$ cat config.mk
export PLATFORM = sky130hd
export DESIGN_NAME = ldqTop
export DESIGN_NICKNAME = d
export VERILOG_FILES = /design/src/ldqTypesPkg.sv /design/src/ldqMsgPkg.sv /design/src/ldqArray.sv /design/src/ldqEntry.sv /design/src/ldqOccupancy.sv /design/src/ldqTop.sv
export VERILOG_INCLUDE_DIRS = /design/src
export SDC_FILE = /design/constraint.sdc
export NUM_CORES = 1
export LEC_CHECK = 0
export ABC_AREA = 0
export BUFFER_PORTS_ARGS = -buffer_cell sky130_fd_sc_hd__buf_4
export CAP_MARGIN = 20
export CORE_UTILIZATION = 50
export CTS_CLUSTER_DIAMETER = 80
export CTS_CLUSTER_SIZE = 16
export DETAILED_ROUTE_END_ITERATION = 6
export PLACE_DENSITY = 0.68
export SETUP_SLACK_MARGIN = 0.5
export SLEW_MARGIN = 20
export SYNTH_ARGS = -nofsm -noshare
export SYNTH_HDL_FRONTEND = slang
export SYNTH_SLANG_ARGS = --single-unit
$ cat constraint.sdc
create_clock -name clk -period 12 [get_ports clk]
set_input_delay 2.4 -clock clk [delete_from_list [all_inputs] [get_ports clk]]
set_output_delay 2.4 -clock clk [all_outputs]
set_load 0.05 [all_outputs]
$ cat src/ldq_defines.svh
`ifndef LDQ_DEFINES_SVH
`define LDQ_DEFINES_SVH

// queue depth
`define LDQ_ENTRIES 8

// field widths
`define LDQ_ADDR_W 36
`define LDQ_BANKS 32
`define LDQ_II_W 10

// occupancy at which the sender is asked to hold off
`define LDQ_STALL_LEVEL 6

`endif

$ cat src/ldqTypesPkg.sv
`include "ldq_defines.svh"

package ldqTypesPkg;

  // cache line address, byte offset already stripped
  typedef logic [`LDQ_ADDR_W-1:0] lineAddrT;

  // one bit per byte bank the access touches
  typedef logic [`LDQ_BANKS-1:0] bankMaskT;

  // instruction index, unique among valid loads
  typedef logic [`LDQ_II_W-1:0] instIdxT;

  // entry number inside the queue
  typedef logic [$clog2(`LDQ_ENTRIES)-1:0] entryIdxT;

  // valid entries, 0 up to full
  typedef logic [$clog2(`LDQ_ENTRIES+1)-1:0] occCountT;

endpackage

$ cat src/ldqMsgPkg.sv
`include "ldq_defines.svh"

package ldqMsgPkg;

  // new load entering the queue
  typedef struct packed {
    logic                  valid;
    ldqTypesPkg::lineAddrT addr;
    ldqTypesPkg::bankMaskT banks;
    ldqTypesPkg::instIdxT  ii;
  } allocReqT;

  // store address checked against every queued load
  typedef struct packed {
    logic                  valid;
    ldqTypesPkg::lineAddrT addr;
    ldqTypesPkg::bankMaskT banks;
  } storeChkT;

  // load leaving the queue
  typedef struct packed {
    logic                 valid;
    ldqTypesPkg::instIdxT ii;
  } retireReqT;

  // answer to a retire, one cycle later
  typedef struct packed {
    logic valid;
    logic hit;
    logic confl;
  } retireRespT;

endpackage

$ cat src/ldqArray.sv
`timescale 1ns/1ps
`include "ldq_defines.svh"

module ldqArray (
  input  logic                  clk,
  input  logic                  rst,
  input  logic                  flush,
  input  ldqMsgPkg::allocReqT   alloc,
  input  ldqMsgPkg::storeChkT   storeChk,
  input  ldqMsgPkg::retireReqT  retire,
  output ldqMsgPkg::retireRespT retireResp,
  output logic                  allocTaken,
  output logic                  released
);

  localparam int Entries = `LDQ_ENTRIES;

  logic [Entries-1:0] entryValid;
  logic [Entries-1:0] fillVec;
  logic [Entries-1:0] hitVec;
  logic [Entries-1:0] conflVec;

  ldqTypesPkg::entryIdxT pickIdx;
  logic                  anyFree;
  logic                  allocOk;

  ldqMsgPkg::retireRespT respD;

  // priority scan, lowest free entry wins
  always_comb begin
    pickIdx = '0;
    anyFree = 1'b0;
    for (int i = Entries - 1; i >= 0; i--) begin
      if (!entryValid[i]) begin
        pickIdx = ldqTypesPkg::entryIdxT'(i);
        anyFree = 1'b1;
      end
    end
  end

  // a full queue drops the alloc
  assign allocOk = alloc.valid && !flush && anyFree;

  genvar i;
  generate
    for (i = 0; i < Entries; i++) begin : gEntry
      assign fillVec[i] = allocOk && (pickIdx == ldqTypesPkg::entryIdxT'(i));

      ldqEntry u_ldqEntry (
        .clk         (clk),
        .rst         (rst),
        .flush       (flush),
        .fill        (fillVec[i]),
        .alloc       (alloc),
        .storeChk    (storeChk),
        .retire      (retire),
        .valid       (entryValid[i]),
        .retireHit   (hitVec[i]),
        .retireConfl (conflVec[i])
      );
    end
  endgenerate

  assign allocTaken = allocOk;

  // entries holding the retired index free at the next edge
  assign released = (hitVec != '0) && !flush;

  // at most one entry matches, so an OR is enough
  always_comb begin
    respD.valid = retire.valid && !flush;
    respD.hit   = |hitVec;
    respD.confl = |conflVec;
  end

  always_ff @(posedge clk) begin
    if (rst) begin
      retireResp.valid <= 1'b0;
    end else begin
      retireResp <= respD;
    end
  end

endmodule

$ cat src/ldqEntry.sv
`timescale 1ns/1ps

module ldqEntry (
  input  logic                  clk,
  input  logic                  rst,
  input  logic                  flush,
  input  logic                  fill,
  input  ldqMsgPkg::allocReqT   alloc,
  input  ldqMsgPkg::storeChkT   storeChk,
  input  ldqMsgPkg::retireReqT  retire,
  output logic                  valid,
  output logic                  retireHit,
  output logic                  retireConfl
);

  ldqTypesPkg::lineAddrT addrQ;
  ldqTypesPkg::bankMaskT banksQ;
  ldqTypesPkg::instIdxT  iiQ;
  logic                  conflQ;

  logic chkHit;
  logic fillConfl;

  // same line and at least one shared byte bank
  function automatic logic overlaps(
    input ldqTypesPkg::lineAddrT addrA,
    input ldqTypesPkg::bankMaskT banksA,
    input ldqTypesPkg::lineAddrT addrB,
    input ldqTypesPkg::bankMaskT banksB
  );
    logic sameLine;
    logic sharedBank;
    sameLine   = (addrA == addrB);
    sharedBank = ((banksA & banksB) != '0);
    return sameLine && sharedBank;
  endfunction

  // store check against the stored load
  assign chkHit = valid && storeChk.valid &&
                  overlaps(storeChk.addr, storeChk.banks, addrQ, banksQ);

  // store check against the load arriving this cycle
  assign fillConfl = storeChk.valid &&
                     overlaps(storeChk.addr, storeChk.banks, alloc.addr, alloc.banks);

  assign retireHit = valid && retire.valid && (retire.ii == iiQ);

  // a check landing in the retire cycle still counts
  assign retireConfl = retireHit && (conflQ || chkHit);

  always_ff @(posedge clk) begin
    if (rst) begin
      valid  <= 1'b0;
      conflQ <= 1'b0;
    end else if (flush) begin
      valid  <= 1'b0;
      conflQ <= 1'b0;
    end else if (fill) begin
      valid  <= 1'b1;
      conflQ <= fillConfl;
    end else begin
      if (retireHit) begin
        valid <= 1'b0;
      end
      // sticky until the entry is refilled
      if (chkHit) begin
        conflQ <= 1'b1;
      end
    end
  end

  always_ff @(posedge clk) begin
    if (fill) begin
      addrQ  <= alloc.addr;
      banksQ <= alloc.banks;
      iiQ    <= alloc.ii;
    end
  end

endmodule

$ cat src/ldqOccupancy.sv
`timescale 1ns/1ps
`include "ldq_defines.svh"

module ldqOccupancy (
  input  logic clk,
  input  logic rst,
  input  logic flush,
  input  logic allocTaken,
  input  logic released,
  output logic doStall
);

  localparam ldqTypesPkg::occCountT StallLevel = `LDQ_STALL_LEVEL;

  ldqTypesPkg::occCountT count;

  always_ff @(posedge clk) begin
    if (rst) begin
      count <= '0;
    end else if (flush) begin
      count <= '0;
    end else begin
      // fill and free together leave the count alone
      case ({allocTaken, released})
        2'b10: begin
          count <= count + 1'b1;
        end
        2'b01: begin
          count <= count - 1'b1;
        end
        default: begin
          count <= count;
        end
      endcase
    end
  end

  // advisory only, nothing inside is held back
  assign doStall = (count >= StallLevel);

endmodule

$ cat src/ldqTop.sv
`timescale 1ns/1ps

module ldqTop (
  input  logic                  clk,
  input  logic                  rst,
  input  logic                  flush,
  input  ldqMsgPkg::allocReqT   alloc,
  input  ldqMsgPkg::storeChkT   storeChk,
  input  ldqMsgPkg::retireReqT  retire,
  output ldqMsgPkg::retireRespT retireResp,
  output logic                  doStall
);

  // fill and free strobes for the counter
  logic allocTaken;
  logic released;

  ldqArray u_ldqArray (
    .clk        (clk),
    .rst        (rst),
    .flush      (flush),
    .alloc      (alloc),
    .storeChk   (storeChk),
    .retire     (retire),
    .retireResp (retireResp),
    .allocTaken (allocTaken),
    .released   (released)
  );

  ldqOccupancy u_ldqOccupancy (
    .clk        (clk),
    .rst        (rst),
    .flush      (flush),
    .allocTaken (allocTaken),
    .released   (released),
    .doStall    (doStall)
  );

endmodule

==> results of run 1 <==
## power by group through the flow
stage                     Sequential (mW)  Combinational, mW  Clock (mW)
final                                2.49              0.289        1.47
after global routing                 2.49              0.304        1.56
after CTS                            2.49              0.288        1.49
after detailed placement             2.55              0.287           0
after global placement               2.54              0.285           0
after floorplan                      2.55              0.138           0
## worst max path at each step
stage / cells past startpoint / to / start
detailed placement: 8 / u_ldqArray.gEntry[7].u_ldqEntry.conflQ$_SDFFE_PP0P_ / flush
finish: 8 / u_ldqArray.gEntry[7].u_ldqEntry.conflQ$_SDFFE_PP0P_ / flush
global placement: 8 / u_ldqArray.gEntry[7].u_ldqEntry.conflQ$_SDFFE_PP0P_ / flush
CTS: 8 / u_ldqArray.gEntry[7].u_ldqEntry.conflQ$_SDFFE_PP0P_ / flush
global route: 8 / u_ldqArray.gEntry[7].u_ldqEntry.conflQ$_SDFFE_PP0P_ / flush
floorplan: 5 / u_ldqArray.gEntry[4].u_ldqEntry.conflQ$_SDFFE_PP0P_ / flush
## cell usage in the layout (no fill, tap or decap), types with 5 or more instances in the layout
cell type	Yosys	final
sky130_fd_sc_hd__a21oi_1	11	11
sky130_fd_sc_hd__a221oi_1	10	10
sky130_fd_sc_hd__a221oi_2	6	6
sky130_fd_sc_hd__a22o_1	16	16
sky130_fd_sc_hd__a22oi_1	112	112
sky130_fd_sc_hd__a31oi_1	5	5
sky130_fd_sc_hd__buf_4	1	175
sky130_fd_sc_hd__clkbuf_1	32	17
sky130_fd_sc_hd__clkbuf_16	0	46
sky130_fd_sc_hd__dfxtp_1	21	21
sky130_fd_sc_hd__edfxtp_1	626	626
sky130_fd_sc_hd__inv_1	15	15
sky130_fd_sc_hd__mux2_2	8	8
sky130_fd_sc_hd__nand2_1	7	7
sky130_fd_sc_hd__nand3_1	38	38
sky130_fd_sc_hd__nand4_1	96	96
sky130_fd_sc_hd__nor2_1	26	24
sky130_fd_sc_hd__nor3_1	5	5
sky130_fd_sc_hd__nor4_1	46	43
sky130_fd_sc_hd__o22ai_1	5	5
sky130_fd_sc_hd__or4_1	8	8
sky130_fd_sc_hd__xnor2_1	288	288
sky130_fd_sc_hd__xor2_1	110	110
## layout make-up
class / instances / area share
clock inverter: 4 / 0.002309
sequential: 647 / 0.6567
timing repair buffer: 176 / 0.04528
tap: 680 / 0.02907
inverter: 15 / 0.001924
multi-input combinational: 835 / 0.2227
clock buffer: 64 / 0.04199
## state kept, by name (all words and copies together), names as in the netlist
register / cells
u_ldqArray.gEntry.u_ldqEntry.valid: 8
u_ldqArray.gEntry.u_ldqEntry.addrQ: 288
u_ldqArray.gEntry.u_ldqEntry.banksQ: 256
u_ldqArray.gEntry.u_ldqEntry.conflQ: 8
u_ldqArray.gEntry.u_ldqEntry.iiQ: 80
u_ldqArray.retireResp: 3
u_ldqOccupancy.count: 4
## logic make-up after synthesis
kind of cell / count (synthesis) / share of synthesized area
AOI/OAI and AO/OA: 185 / 0.05494
xor gates and xnor gates: 398 / 0.1334
adders and majority gates: 4 / 0.002203
buffers and inverters: 99 / 0.01743
DFF: 647 / 0.7357
muxes: 8 / 0.003449
and+or+nand+nor: 240 / 0.05283
## critical path: stages
cell                      delay (ns)
sky130_fd_sc_hd__buf_4          0.13
sky130_fd_sc_hd__nor2b_1        0.26
sky130_fd_sc_hd__nand4_1        0.13
sky130_fd_sc_hd__nor4_1         0.36
sky130_fd_sc_hd__nor2b_4        0.88
sky130_fd_sc_hd__buf_4          0.73
sky130_fd_sc_hd__mux2_2         0.41
sky130_fd_sc_hd__nor2_1         0.08
## per-stage QoR
step	setup WS (ns)	std cells	instance area (µm²)	util
final	7.181	2421	29260	0.5681
after global routing	7.018	2421	29260	0.5681
after CTS	7.225	2421	29250	0.5678
after detailed placement	6.605	2353	27950	0.5426
after global placement	6.681	2353	27940	0.5425
after floorplan	2.282	1581	26120	-
## per-layer routing
layer  track usage  vias up  share of wire
met1        0.3857     7517           0.39
met4       0.08030        6          0.028
met3       0.06188      119           0.11
met5             0        -        0.00047
li1              -     6337              -
met2        0.4339      875           0.47
==> impl_metrics.xml, run 1 <==
<?xml version="1.0" encoding="UTF-8"?>
<metrics>
  <group name="power">
    <metric name="power.internal" unit="mW">3.307</metric>
    <metric name="power.switching_fraction" unit="">0.2227</metric>
    <metric name="comb_power_share" unit="">0.068</metric>
    <metric name="ir_drop" unit="V">0.00009977</metric>
    <metric name="leakage_component_of_the_power" unit="nW">9.111</metric>
    <metric name="power.density_cell_area" unit="mW/mm²">145.4</metric>
    <metric name="seqPwrFrac" unit="">0.586</metric>
    <metric name="power_spent_charging_and_discharging_nets" unit="mW">0.9474</metric>
    <metric name="total_power" unit="mW">4.255</metric>
    <metric name="p_clk_frac" unit="">0.346</metric>
  </group>
  <group name="synth">
    <metric name="async_reset_ff_frac" unit="">0</metric>
    <metric name="netlist_instances" unit="">1581</metric>
    <metric name="count_of_flip_flops_with_a_built_in_enable_after_synthesis" unit="">626</metric>
    <metric name="synth.yosys.warnings" unit="">0</metric>
    <metric name="synth_top_flop_cell" unit="">sky130_fd_sc_hd__edfxtp_1</metric>
    <metric name="synthMostInstantiatedCell" unit="">sky130_fd_sc_hd__edfxtp_1</metric>
    <metric name="synth_area_leaders" unit="">sky130_fd_sc_hd__edfxtp_1 (72%), sky130_fd_sc_hd__xnor2_1 (9.7%), sky130_fd_sc_hd__xor2_1 (3.7%)</metric>
    <metric name="most_area_hungry_cell_type_in_the_yosys_netlist" unit="">sky130_fd_sc_hd__edfxtp_1</metric>
    <metric name="netlist_area" unit="mm²">0.02612</metric>
    <metric name="seq_area_frac_synth" unit="">0.7357</metric>
    <metric name="syn_avg_cell_area" unit="µm²">16.52</metric>
    <metric name="synth_nets" unit="">1747</metric>
    <metric name="synthTopCellsByCount" unit="">sky130_fd_sc_hd__edfxtp_1 (626), sky130_fd_sc_hd__xnor2_1 (288), sky130_fd_sc_hd__a22oi_1 (112), sky130_fd_sc_hd__xor2_1 (110), sky130_fd_sc_hd__nand4_1 (96)</metric>
    <metric name="yosys.area.top_type_share" unit="">0.7196</metric>
    <metric name="yosysUniqueCellTypes" unit="">45</metric>
    <metric name="ys_seq_elements" unit="">647</metric>
  </group>
  <group name="critical_path">
    <metric name="ff2ff_path_depth" unit="">6</metric>
    <metric name="reg2reg_to" unit="">u_ldqArray.gEntry[7].u_ldqEntry.conflQ$_SDFFE_PP0P_</metric>
    <metric name="worst_setup_path_end_kind" unit="">flip-flop</metric>
    <metric name="worst_reg2reg_setup_slack" unit="ns">8.54</metric>
    <metric name="critical_path_arrival" unit="ns">5.37</metric>
    <metric name="path_max_fanout" unit="">50</metric>
    <metric name="timing.setup.critical_path_class" unit="">in -&gt; reg</metric>
    <metric name="setup.worst_path.start_class" unit="">input pin</metric>
    <metric name="critical_path_required" unit="ns">12.56</metric>
    <metric name="reg2reg_from" unit="">u_ldqArray.gEntry[0].u_ldqEntry.valid$_SDFFE_PP0P_</metric>
  </group>
  <group name="cells_and_area">
    <metric name="layout-drive-gt1-share" unit="">0.1459</metric>
    <metric name="areaGrowthSynthToFinish" unit="%">12.02</metric>
    <metric name="antenna_cells_inserted" unit="">0</metric>
    <metric name="multi_input_area" unit="mm²">0.006516</metric>
    <metric name="final-seq-area" unit="mm²">0.01922</metric>
    <metric name="final_net_count" unit="">1887</metric>
    <metric name="fillCellCount" unit="">4066</metric>
  </group>
  <group name="grt">
    <metric name="first_pass_grt_wire_length" unit="µm">103200</metric>
    <metric name="global_route_usage_sum" unit="">0.2757</metric>
    <metric name="pin_count_of_the_biggest_net_entering_global_routing" unit="">81</metric>
    <metric name="overflow_left_after_global_routing" unit="">0</metric>
    <metric name="antenna_found_initial" unit="">6</metric>
    <metric name="grt_pass1_vias" unit="">14490</metric>
  </group>
  <group name="place">
    <metric name="place.detailed.hpwl" unit="µm">47830</metric>
    <metric name="routabilityCongestion" unit="">0.8747</metric>
    <metric name="port_buffers" unit="">165</metric>
  </group>
  <group name="clock_network">
    <metric name="clock_latency" unit="ns">0.62</metric>
    <metric name="cts_max_path_buffers" unit="">3</metric>
    <metric name="quantity_of_hold_fixing_buffers_added_after_cts" unit="">0</metric>
    <metric name="h-tree-depth" unit="">2</metric>
    <metric name="clkTransAtPathRegs" unit="ns">0.07</metric>
    <metric name="cts.repair.resized" unit="">0</metric>
    <metric name="tritoncts_num_sinks" unit="">647</metric>
    <metric name="tritoncts" unit="">done</metric>
    <metric name="cts.root.buffer_cell" unit="">sky130_fd_sc_hd__clkbuf_16</metric>
    <metric name="cts_setup_buffers" unit="">0</metric>
    <metric name="numCtsBuffers" unit="">46</metric>
  </group>
  <group name="floorplan">
    <metric name="y_dimension_of_the_die" unit="µm">230.6</metric>
    <metric name="core" unit="mm²">0.05151</metric>
    <metric name="effective_utilization_at_floorplan" unit="">0.5071</metric>
    <metric name="row_count" unit="">83</metric>
    <metric name="boundaryPins" unit="">166</metric>
    <metric name="die_w" unit="µm">230.6</metric>
    <metric name="design.die.area" unit="mm²">0.05316</metric>
  </group>
  <group name="timing">
    <metric name="final.setup.tns" unit="ns">0</metric>
    <metric name="layout_worst_path_cycle_share" unit="">0.4016</metric>
    <metric name="tightestPinTransition" unit="ns">1.026</metric>
    <metric name="period_minus_slack" unit="ns">4.819</metric>
    <metric name="finalHoldWorstSlack" unit="ns">0.4975</metric>
    <metric name="max_freq" unit="GHz">0.2075</metric>
    <metric name="timing_max_transition_violations_final" unit="">0</metric>
    <metric name="rsz0062_at_grt" unit="">no</metric>
    <metric name="slew_headroom" unit="">0.3100</metric>
    <metric name="setup_viol" unit="">0</metric>
    <metric name="finalHoldViolCount" unit="">0</metric>
    <metric name="clock_skew" unit="ns">0.02704</metric>
  </group>
  <group name="drt">
    <metric name="wl_per_cell" unit="µm">30.07</metric>
    <metric name="residual_antenna_violating_net_count_after_detailed_routing" unit="">0</metric>
    <metric name="vias" unit="">14850</metric>
    <metric name="routed_via_density" unit="">6.135</metric>
    <metric name="dr.first_iter.drc_count" unit="">1910</metric>
    <metric name="post_route_drc_violation_count" unit="">0</metric>
    <metric name="dr.pass1.iters" unit="">6</metric>
    <metric name="wl" unit="µm">72790</metric>
  </group>
  <group name="worst_hold_path">
    <metric name="hold_path_end" unit="">u_ldqOccupancy.count[3]$_SDFFE_PP0P_</metric>
    <metric name="path_class_of_the_lowest_slack_min_delay_path" unit="">reg -&gt; reg</metric>
    <metric name="hold_start" unit="">u_ldqOccupancy.count[3]$_SDFFE_PP0P_</metric>
    <metric name="holdPathStages" unit="">2</metric>
  </group>
  <group name="status">
    <metric name="status" unit="">complete, no violations</metric>
  </group>
  <group name="run">
    <metric name="drv_cap" unit="">0</metric>
  </group>
</metrics>
Power figures use the tool's default switching activity.
==> run 2, diff against run 1 <==
--- a/config.mk
+++ b/config.mk
@@ -6,14 +6,14 @@
 export SDC_FILE = /design/constraint.sdc
 export NUM_CORES = 1
 export LEC_CHECK = 0
-export ABC_AREA = 0
+export ABC_AREA = 1
 export BUFFER_PORTS_ARGS = -buffer_cell sky130_fd_sc_hd__buf_4
 export CAP_MARGIN = 20
 export CORE_UTILIZATION = 50
 export CTS_CLUSTER_DIAMETER = 80
 export CTS_CLUSTER_SIZE = 16
 export DETAILED_ROUTE_END_ITERATION = 6
-export PLACE_DENSITY = 0.68
+export PLACE_DENSITY = 0.7
 export SETUP_SLACK_MARGIN = 0.5
 export SLEW_MARGIN = 20
 export SYNTH_ARGS = -nofsm -noshare
==> constraint.sdc (replaced) <==
create_clock -name clk -period 4.1 [get_ports clk]
set_input_delay 0.82 -clock clk [delete_from_list [all_inputs] [get_ports clk]]
set_output_delay 0.82 -clock clk [all_outputs]
set_load 0.05 [all_outputs]
==> impl_metrics.xml, run 2 <==
<?xml version="1.0" encoding="UTF-8"?>
<metrics>
  <group name="status">
    <metric name="status" unit="">complete, no violations</metric>
  </group>
  <group name="cells_and_area">
    <metric name="finish.cell_count_without_fillers" unit="">3775</metric>
    <metric name="finish.utilization" unit="">0.5656</metric>
    <metric name="fillCellCount" unit="">4772</metric>
    <metric name="largest_register" unit="">u_ldqArray.gEntry.u_ldqEntry.addrQ</metric>
    <metric name="areaGrowthSynthToFinish" unit="%">11.28</metric>
    <metric name="layout.cell_area.non_filler" unit="mm²">0.03202</metric>
    <metric name="final_cell_mix" unit="">sky130_fd_sc_hd__nand2_1 (1181), sky130_fd_sc_hd__edfxtp_1 (626), sky130_fd_sc_hd__nor2_1 (289)</metric>
    <metric name="final_net_count" unit="">3165</metric>
    <metric name="max_reg_flops" unit="">288</metric>
    <metric name="final_common_cell" unit="">sky130_fd_sc_hd__nand2_1</metric>
    <metric name="layout-drive-gt1-share" unit="">0.09513</metric>
    <metric name="largest_registers_in_the_final_layout" unit="">u_ldqArray.gEntry.u_ldqEntry.addrQ: 288 flops, u_ldqArray.gEntry.u_ldqEntry.banksQ: 256 flops, u_ldqArray.gEntry.u_ldqEntry.iiQ: 80 flops</metric>
  </group>
  <group name="place">
    <metric name="dpl.cell_count" unit="">3707</metric>
    <metric name="routabilityCongestion" unit="">0.8817</metric>
    <metric name="place.detailed.hpwl" unit="µm">49660</metric>
    <metric name="pre_cts_slack" unit="ns">0.4303</metric>
    <metric name="port_buffers" unit="">165</metric>
    <metric name="place_area" unit="mm²">0.03070</metric>
  </group>
  <group name="timing">
    <metric name="final.setup.tns" unit="ns">0</metric>
    <metric name="max_freq" unit="GHz">0.3212</metric>
    <metric name="period_minus_slack" unit="ns">3.114</metric>
    <metric name="rsz0062_at_grt" unit="">no</metric>
    <metric name="setup_viol" unit="">0</metric>
    <metric name="tightestPinTransition" unit="ns">0.9262</metric>
    <metric name="finalHoldWorstSlack" unit="ns">0.4616</metric>
    <metric name="timing_max_transition_violations_final" unit="">0</metric>
    <metric name="finalHoldViolCount" unit="">0</metric>
    <metric name="layout_worst_path_cycle_share" unit="">0.7594</metric>
    <metric name="worst_slack" unit="ns">0.9864</metric>
    <metric name="clock_skew" unit="ns">0.02197</metric>
    <metric name="slew_headroom" unit="">0.3825</metric>
  </group>
  <group name="floorplan">
    <metric name="effective_utilization_at_floorplan" unit="">0.5083</metric>
    <metric name="design.die.area" unit="mm²">0.05851</metric>
    <metric name="boundaryPins" unit="">166</metric>
    <metric name="die_w" unit="µm">241.9</metric>
    <metric name="y_dimension_of_the_die" unit="µm">241.9</metric>
    <metric name="row_count" unit="">87</metric>
    <metric name="core" unit="mm²">0.05660</metric>
  </group>
  <group name="critical_path">
    <metric name="reg2reg_to" unit="">u_ldqOccupancy.count[3]$_SDFFE_PP0P_</metric>
    <metric name="worstSetupEndpoint" unit="">u_ldqOccupancy.count[3]$_SDFFE_PP0P_</metric>
    <metric name="timing.setup.critical_path_class" unit="">in -&gt; reg</metric>
    <metric name="reg2reg_from" unit="">u_ldqArray.gEntry[6].u_ldqEntry.iiQ[1]$_DFFE_PP_</metric>
    <metric name="ff2ff_path_depth" unit="">19</metric>
    <metric name="worstSetupStartpoint" unit="">retire[3]</metric>
    <metric name="worst_setup_path_end_kind" unit="">flip-flop</metric>
    <metric name="critical_path_required" unit="ns">4.59</metric>
    <metric name="setup.worst_path.start_class" unit="">input pin</metric>
    <metric name="worst_reg2reg_setup_slack" unit="ns">1.11</metric>
    <metric name="path_max_fanout" unit="">9</metric>
    <metric name="critical_path_arrival" unit="ns">3.60</metric>
  </group>
  <group name="synth">
    <metric name="synth_area_leaders" unit="">sky130_fd_sc_hd__edfxtp_1 (65%), sky130_fd_sc_hd__nand2_1 (15%), sky130_fd_sc_hd__nor2_1 (3.9%)</metric>
    <metric name="syn_avg_cell_area" unit="µm²">10.10</metric>
    <metric name="seq_area_frac_synth" unit="">0.6679</metric>
    <metric name="synth_nets" unit="">3016</metric>
    <metric name="synthTopCellsByCount" unit="">sky130_fd_sc_hd__nand2_1 (1181), sky130_fd_sc_hd__edfxtp_1 (626), sky130_fd_sc_hd__nor2_1 (297), sky130_fd_sc_hd__inv_1 (249), sky130_fd_sc_hd__xnor2_1 (82)</metric>
    <metric name="netlist_instances" unit="">2850</metric>
    <metric name="count_of_flip_flops_with_a_built_in_enable_after_synthesis" unit="">626</metric>
    <metric name="muxShareOfSynthArea" unit="">0</metric>
    <metric name="post_synth_xor_area_fraction" unit="">0.03501</metric>
    <metric name="synth-compound-area-share" unit="">0.02761</metric>
    <metric name="ys_seq_elements" unit="">647</metric>
    <metric name="synthMostInstantiatedCell" unit="">sky130_fd_sc_hd__nand2_1</metric>
    <metric name="async_reset_ff_frac" unit="">0</metric>
    <metric name="synth_top_flop_cell" unit="">sky130_fd_sc_hd__edfxtp_1</metric>
    <metric name="most_area_hungry_cell_type_in_the_yosys_netlist" unit="">sky130_fd_sc_hd__edfxtp_1</metric>
    <metric name="synth.yosys.warnings" unit="">0</metric>
    <metric name="post_synth_fa_ha_maj_area_fraction" unit="">0.002000</metric>
    <metric name="netlist_area" unit="mm²">0.02877</metric>
    <metric name="largest_family_of_logic_cells_by_synthesized_area" unit="">simple AND/OR/NAND/NOR gates</metric>
    <metric name="yosysUniqueCellTypes" unit="">41</metric>
    <metric name="synth-simple-area-share" unit="">0.2154</metric>
    <metric name="yosys.area.top_type_share" unit="">0.6533</metric>
  </group>
  <group name="clock_network">
    <metric name="clkTransAtPathRegs" unit="ns">0.08</metric>
    <metric name="tritoncts_num_sinks" unit="">647</metric>
    <metric name="cts.root.buffer_cell" unit="">sky130_fd_sc_hd__clkbuf_16</metric>
    <metric name="clock_latency" unit="ns">0.61</metric>
    <metric name="tritoncts" unit="">done</metric>
    <metric name="cts_setup_buffers" unit="">0</metric>
    <metric name="cts.repair.resized" unit="">0</metric>
    <metric name="h-tree-depth" unit="">2</metric>
    <metric name="cts_max_path_buffers" unit="">3</metric>
    <metric name="quantity_of_hold_fixing_buffers_added_after_cts" unit="">0</metric>
    <metric name="numCtsBuffers" unit="">46</metric>
  </group>
  <group name="drt">
    <metric name="detail_route.wirelength.met1" unit="µm">30580</metric>
    <metric name="dr.first_iter.drc_count" unit="">1873</metric>
    <metric name="met2_wirelength" unit="µm">34440</metric>
    <metric name="wl_per_cell" unit="µm">18.96</metric>
    <metric name="detailroute.wirelength.met3" unit="µm">4073</metric>
    <metric name="top_signal_layer_used" unit="">met5</metric>
    <metric name="vias" unit="">19610</metric>
    <metric name="routed_via_density" unit="">5.194</metric>
    <metric name="wl" unit="µm">71580</metric>
    <metric name="post_route_drc_violation_count" unit="">0</metric>
    <metric name="dr.pass1.iters" unit="">5</metric>
    <metric name="residual_antenna_violating_net_count_after_detailed_routing" unit="">0</metric>
  </group>
  <group name="run">
    <metric name="drv_cap" unit="">0</metric>
  </group>
  <group name="power">
    <metric name="power.density_cell_area" unit="mW/mm²">389.0</metric>
    <metric name="power.internal" unit="mW">9.736</metric>
    <metric name="p_clk_frac" unit="">0.348</metric>
    <metric name="leakage_component_of_the_power" unit="nW">12.88</metric>
    <metric name="seqPwrFrac" unit="">0.586</metric>
    <metric name="total_power" unit="mW">12.45</metric>
    <metric name="power.switching_fraction" unit="">0.2183</metric>
    <metric name="power_spent_charging_and_discharging_nets" unit="mW">2.718</metric>
    <metric name="ir_drop" unit="V">0.0002876</metric>
    <metric name="comb_power_share" unit="">0.066</metric>
  </group>
  <group name="grt">
    <metric name="antenna_found_initial" unit="">3</metric>
    <metric name="global_route_usage_sum" unit="">0.2447</metric>
    <metric name="first_pass_grt_wire_length" unit="µm">109100</metric>
    <metric name="grt_pass1_vias" unit="">18880</metric>
    <metric name="overflow_left_after_global_routing" unit="">0</metric>
    <metric name="pin_count_of_the_biggest_net_entering_global_routing" unit="">82</metric>
  </group>
  <group name="worst_hold_path">
    <metric name="path_class_of_the_lowest_slack_min_delay_path" unit="">in -&gt; reg</metric>
  </group>
</metrics>
[run 2: cell count changes in the layout (fill, tap and decap cells not counted), moves of 23 or more]
cell / change
sky130_fd_sc_hd__a21oi_1: +23
sky130_fd_sc_hd__a22oi_1: -112
sky130_fd_sc_hd__inv_1: +234
sky130_fd_sc_hd__nand2_1: +1174
sky130_fd_sc_hd__nand4_1: -61
sky130_fd_sc_hd__nor2_1: +265
sky130_fd_sc_hd__nor4_1: -37
sky130_fd_sc_hd__o21ai_0: +57
sky130_fd_sc_hd__o21ai_1: +29
sky130_fd_sc_hd__xnor2_1: -206
sky130_fd_sc_hd__xor2_1: -77
[run 2: power groups by stage]
stage / sequential (mW) / combinational (mW) / clock (mW)
6_report: 7.30 / 0.821 / 4.33
5_1_grt: 7.30 / 0.913 / 4.63
4_1_cts: 7.30 / 0.825 / 4.43
3_5_place_dp: 7.45 / 0.821 / 0
3_3_place_gp: 7.45 / 0.801 / 0
2_1_floorplan: 7.46 / 0.448 / 0
[run 2: worst min-delay path by stage]
stage / to / depth (start not counted) / slack [ns] / startpoint
6_report: u_ldqArray.gEntry[5].u_ldqEntry.banksQ[4]$_DFFE_PP_ / 1 / 0.46 / alloc[14]
5_1_grt: u_ldqArray.gEntry[5].u_ldqEntry.banksQ[5]$_DFFE_PP_ / 1 / 0.46 / alloc[15]
4_1_cts: u_ldqArray.gEntry[5].u_ldqEntry.banksQ[4]$_DFFE_PP_ / 1 / 0.44 / alloc[14]
3_5_place_dp: u_ldqOccupancy.count[3]$_SDFFE_PP0P_ / 2 / 0.47 / u_ldqOccupancy.count[3]$_SDFFE_PP0P_
3_3_place_gp: u_ldqOccupancy.count[3]$_SDFFE_PP0P_ / 2 / 0.46 / u_ldqOccupancy.count[3]$_SDFFE_PP0P_
2_1_floorplan: u_ldqOccupancy.count[3]$_SDFFE_PP0P_ / 2 / 0.44 / u_ldqOccupancy.count[3]$_SDFFE_PP0P_
[run 2: kinds of logic after synthesis]
kind of cell               after synthesis
AOI/OAI and AO/OA                      147
xor gates and xnor gates               115
adders and majority gates                4
buffers and inverters                  353
DFF                                    647
and+or+nand+nor                       1584
[run 2: worst max-delay path: stages]
cell,delay [ns]
sky130_fd_sc_hd__buf_4,0.14
sky130_fd_sc_hd__inv_1,0.22
sky130_fd_sc_hd__or2_1,0.14
sky130_fd_sc_hd__nand3_1,0.07
sky130_fd_sc_hd__nor3_1,0.35
sky130_fd_sc_hd__nand4_1,0.24
sky130_fd_sc_hd__nand2_1,0.12
sky130_fd_sc_hd__nor2_1,0.07
sky130_fd_sc_hd__a21oi_1,0.13
sky130_fd_sc_hd__ha_1,0.22
sky130_fd_sc_hd__ha_1,0.29
sky130_fd_sc_hd__nand2_1,0.08
sky130_fd_sc_hd__nor2_1,0.04
sky130_fd_sc_hd__a211oi_1,0.23
sky130_fd_sc_hd__nor2_1,0.07
sky130_fd_sc_hd__nor2_1,0.10
sky130_fd_sc_hd__nand2_1,0.07
sky130_fd_sc_hd__o21ai_0,0.14
sky130_fd_sc_hd__a21oi_1,0.05
[run 2: cell type report]
| type | instances | area, µm² | area share |
|---|---|---|---|
| Antenna cell | 2 | 5.005 | 0.0001563 |
| Clock buffer | 62 | 1242 | 0.03881 |
| Clock inverter | 4 | 66.31 | 0.002071 |
| Inverter | 273 | 1025 | 0.03201 |
| Multi-Input combinational cell | 1850 | 8118 | 0.2535 |
| Sequential cell | 647 | 19220 | 0.6003 |
| Tap cell | 756 | 945.9 | 0.02954 |
| Timing Repair Buffer | 181 | 1396 | 0.04361 |
[run 2: routing by layer]
metal  global-route usage  up-vias
met5                    0        -
met4              0.08656        4
met3              0.02875      117
met2               0.4051      633
met1               0.3349     9370
li1                     -     9483
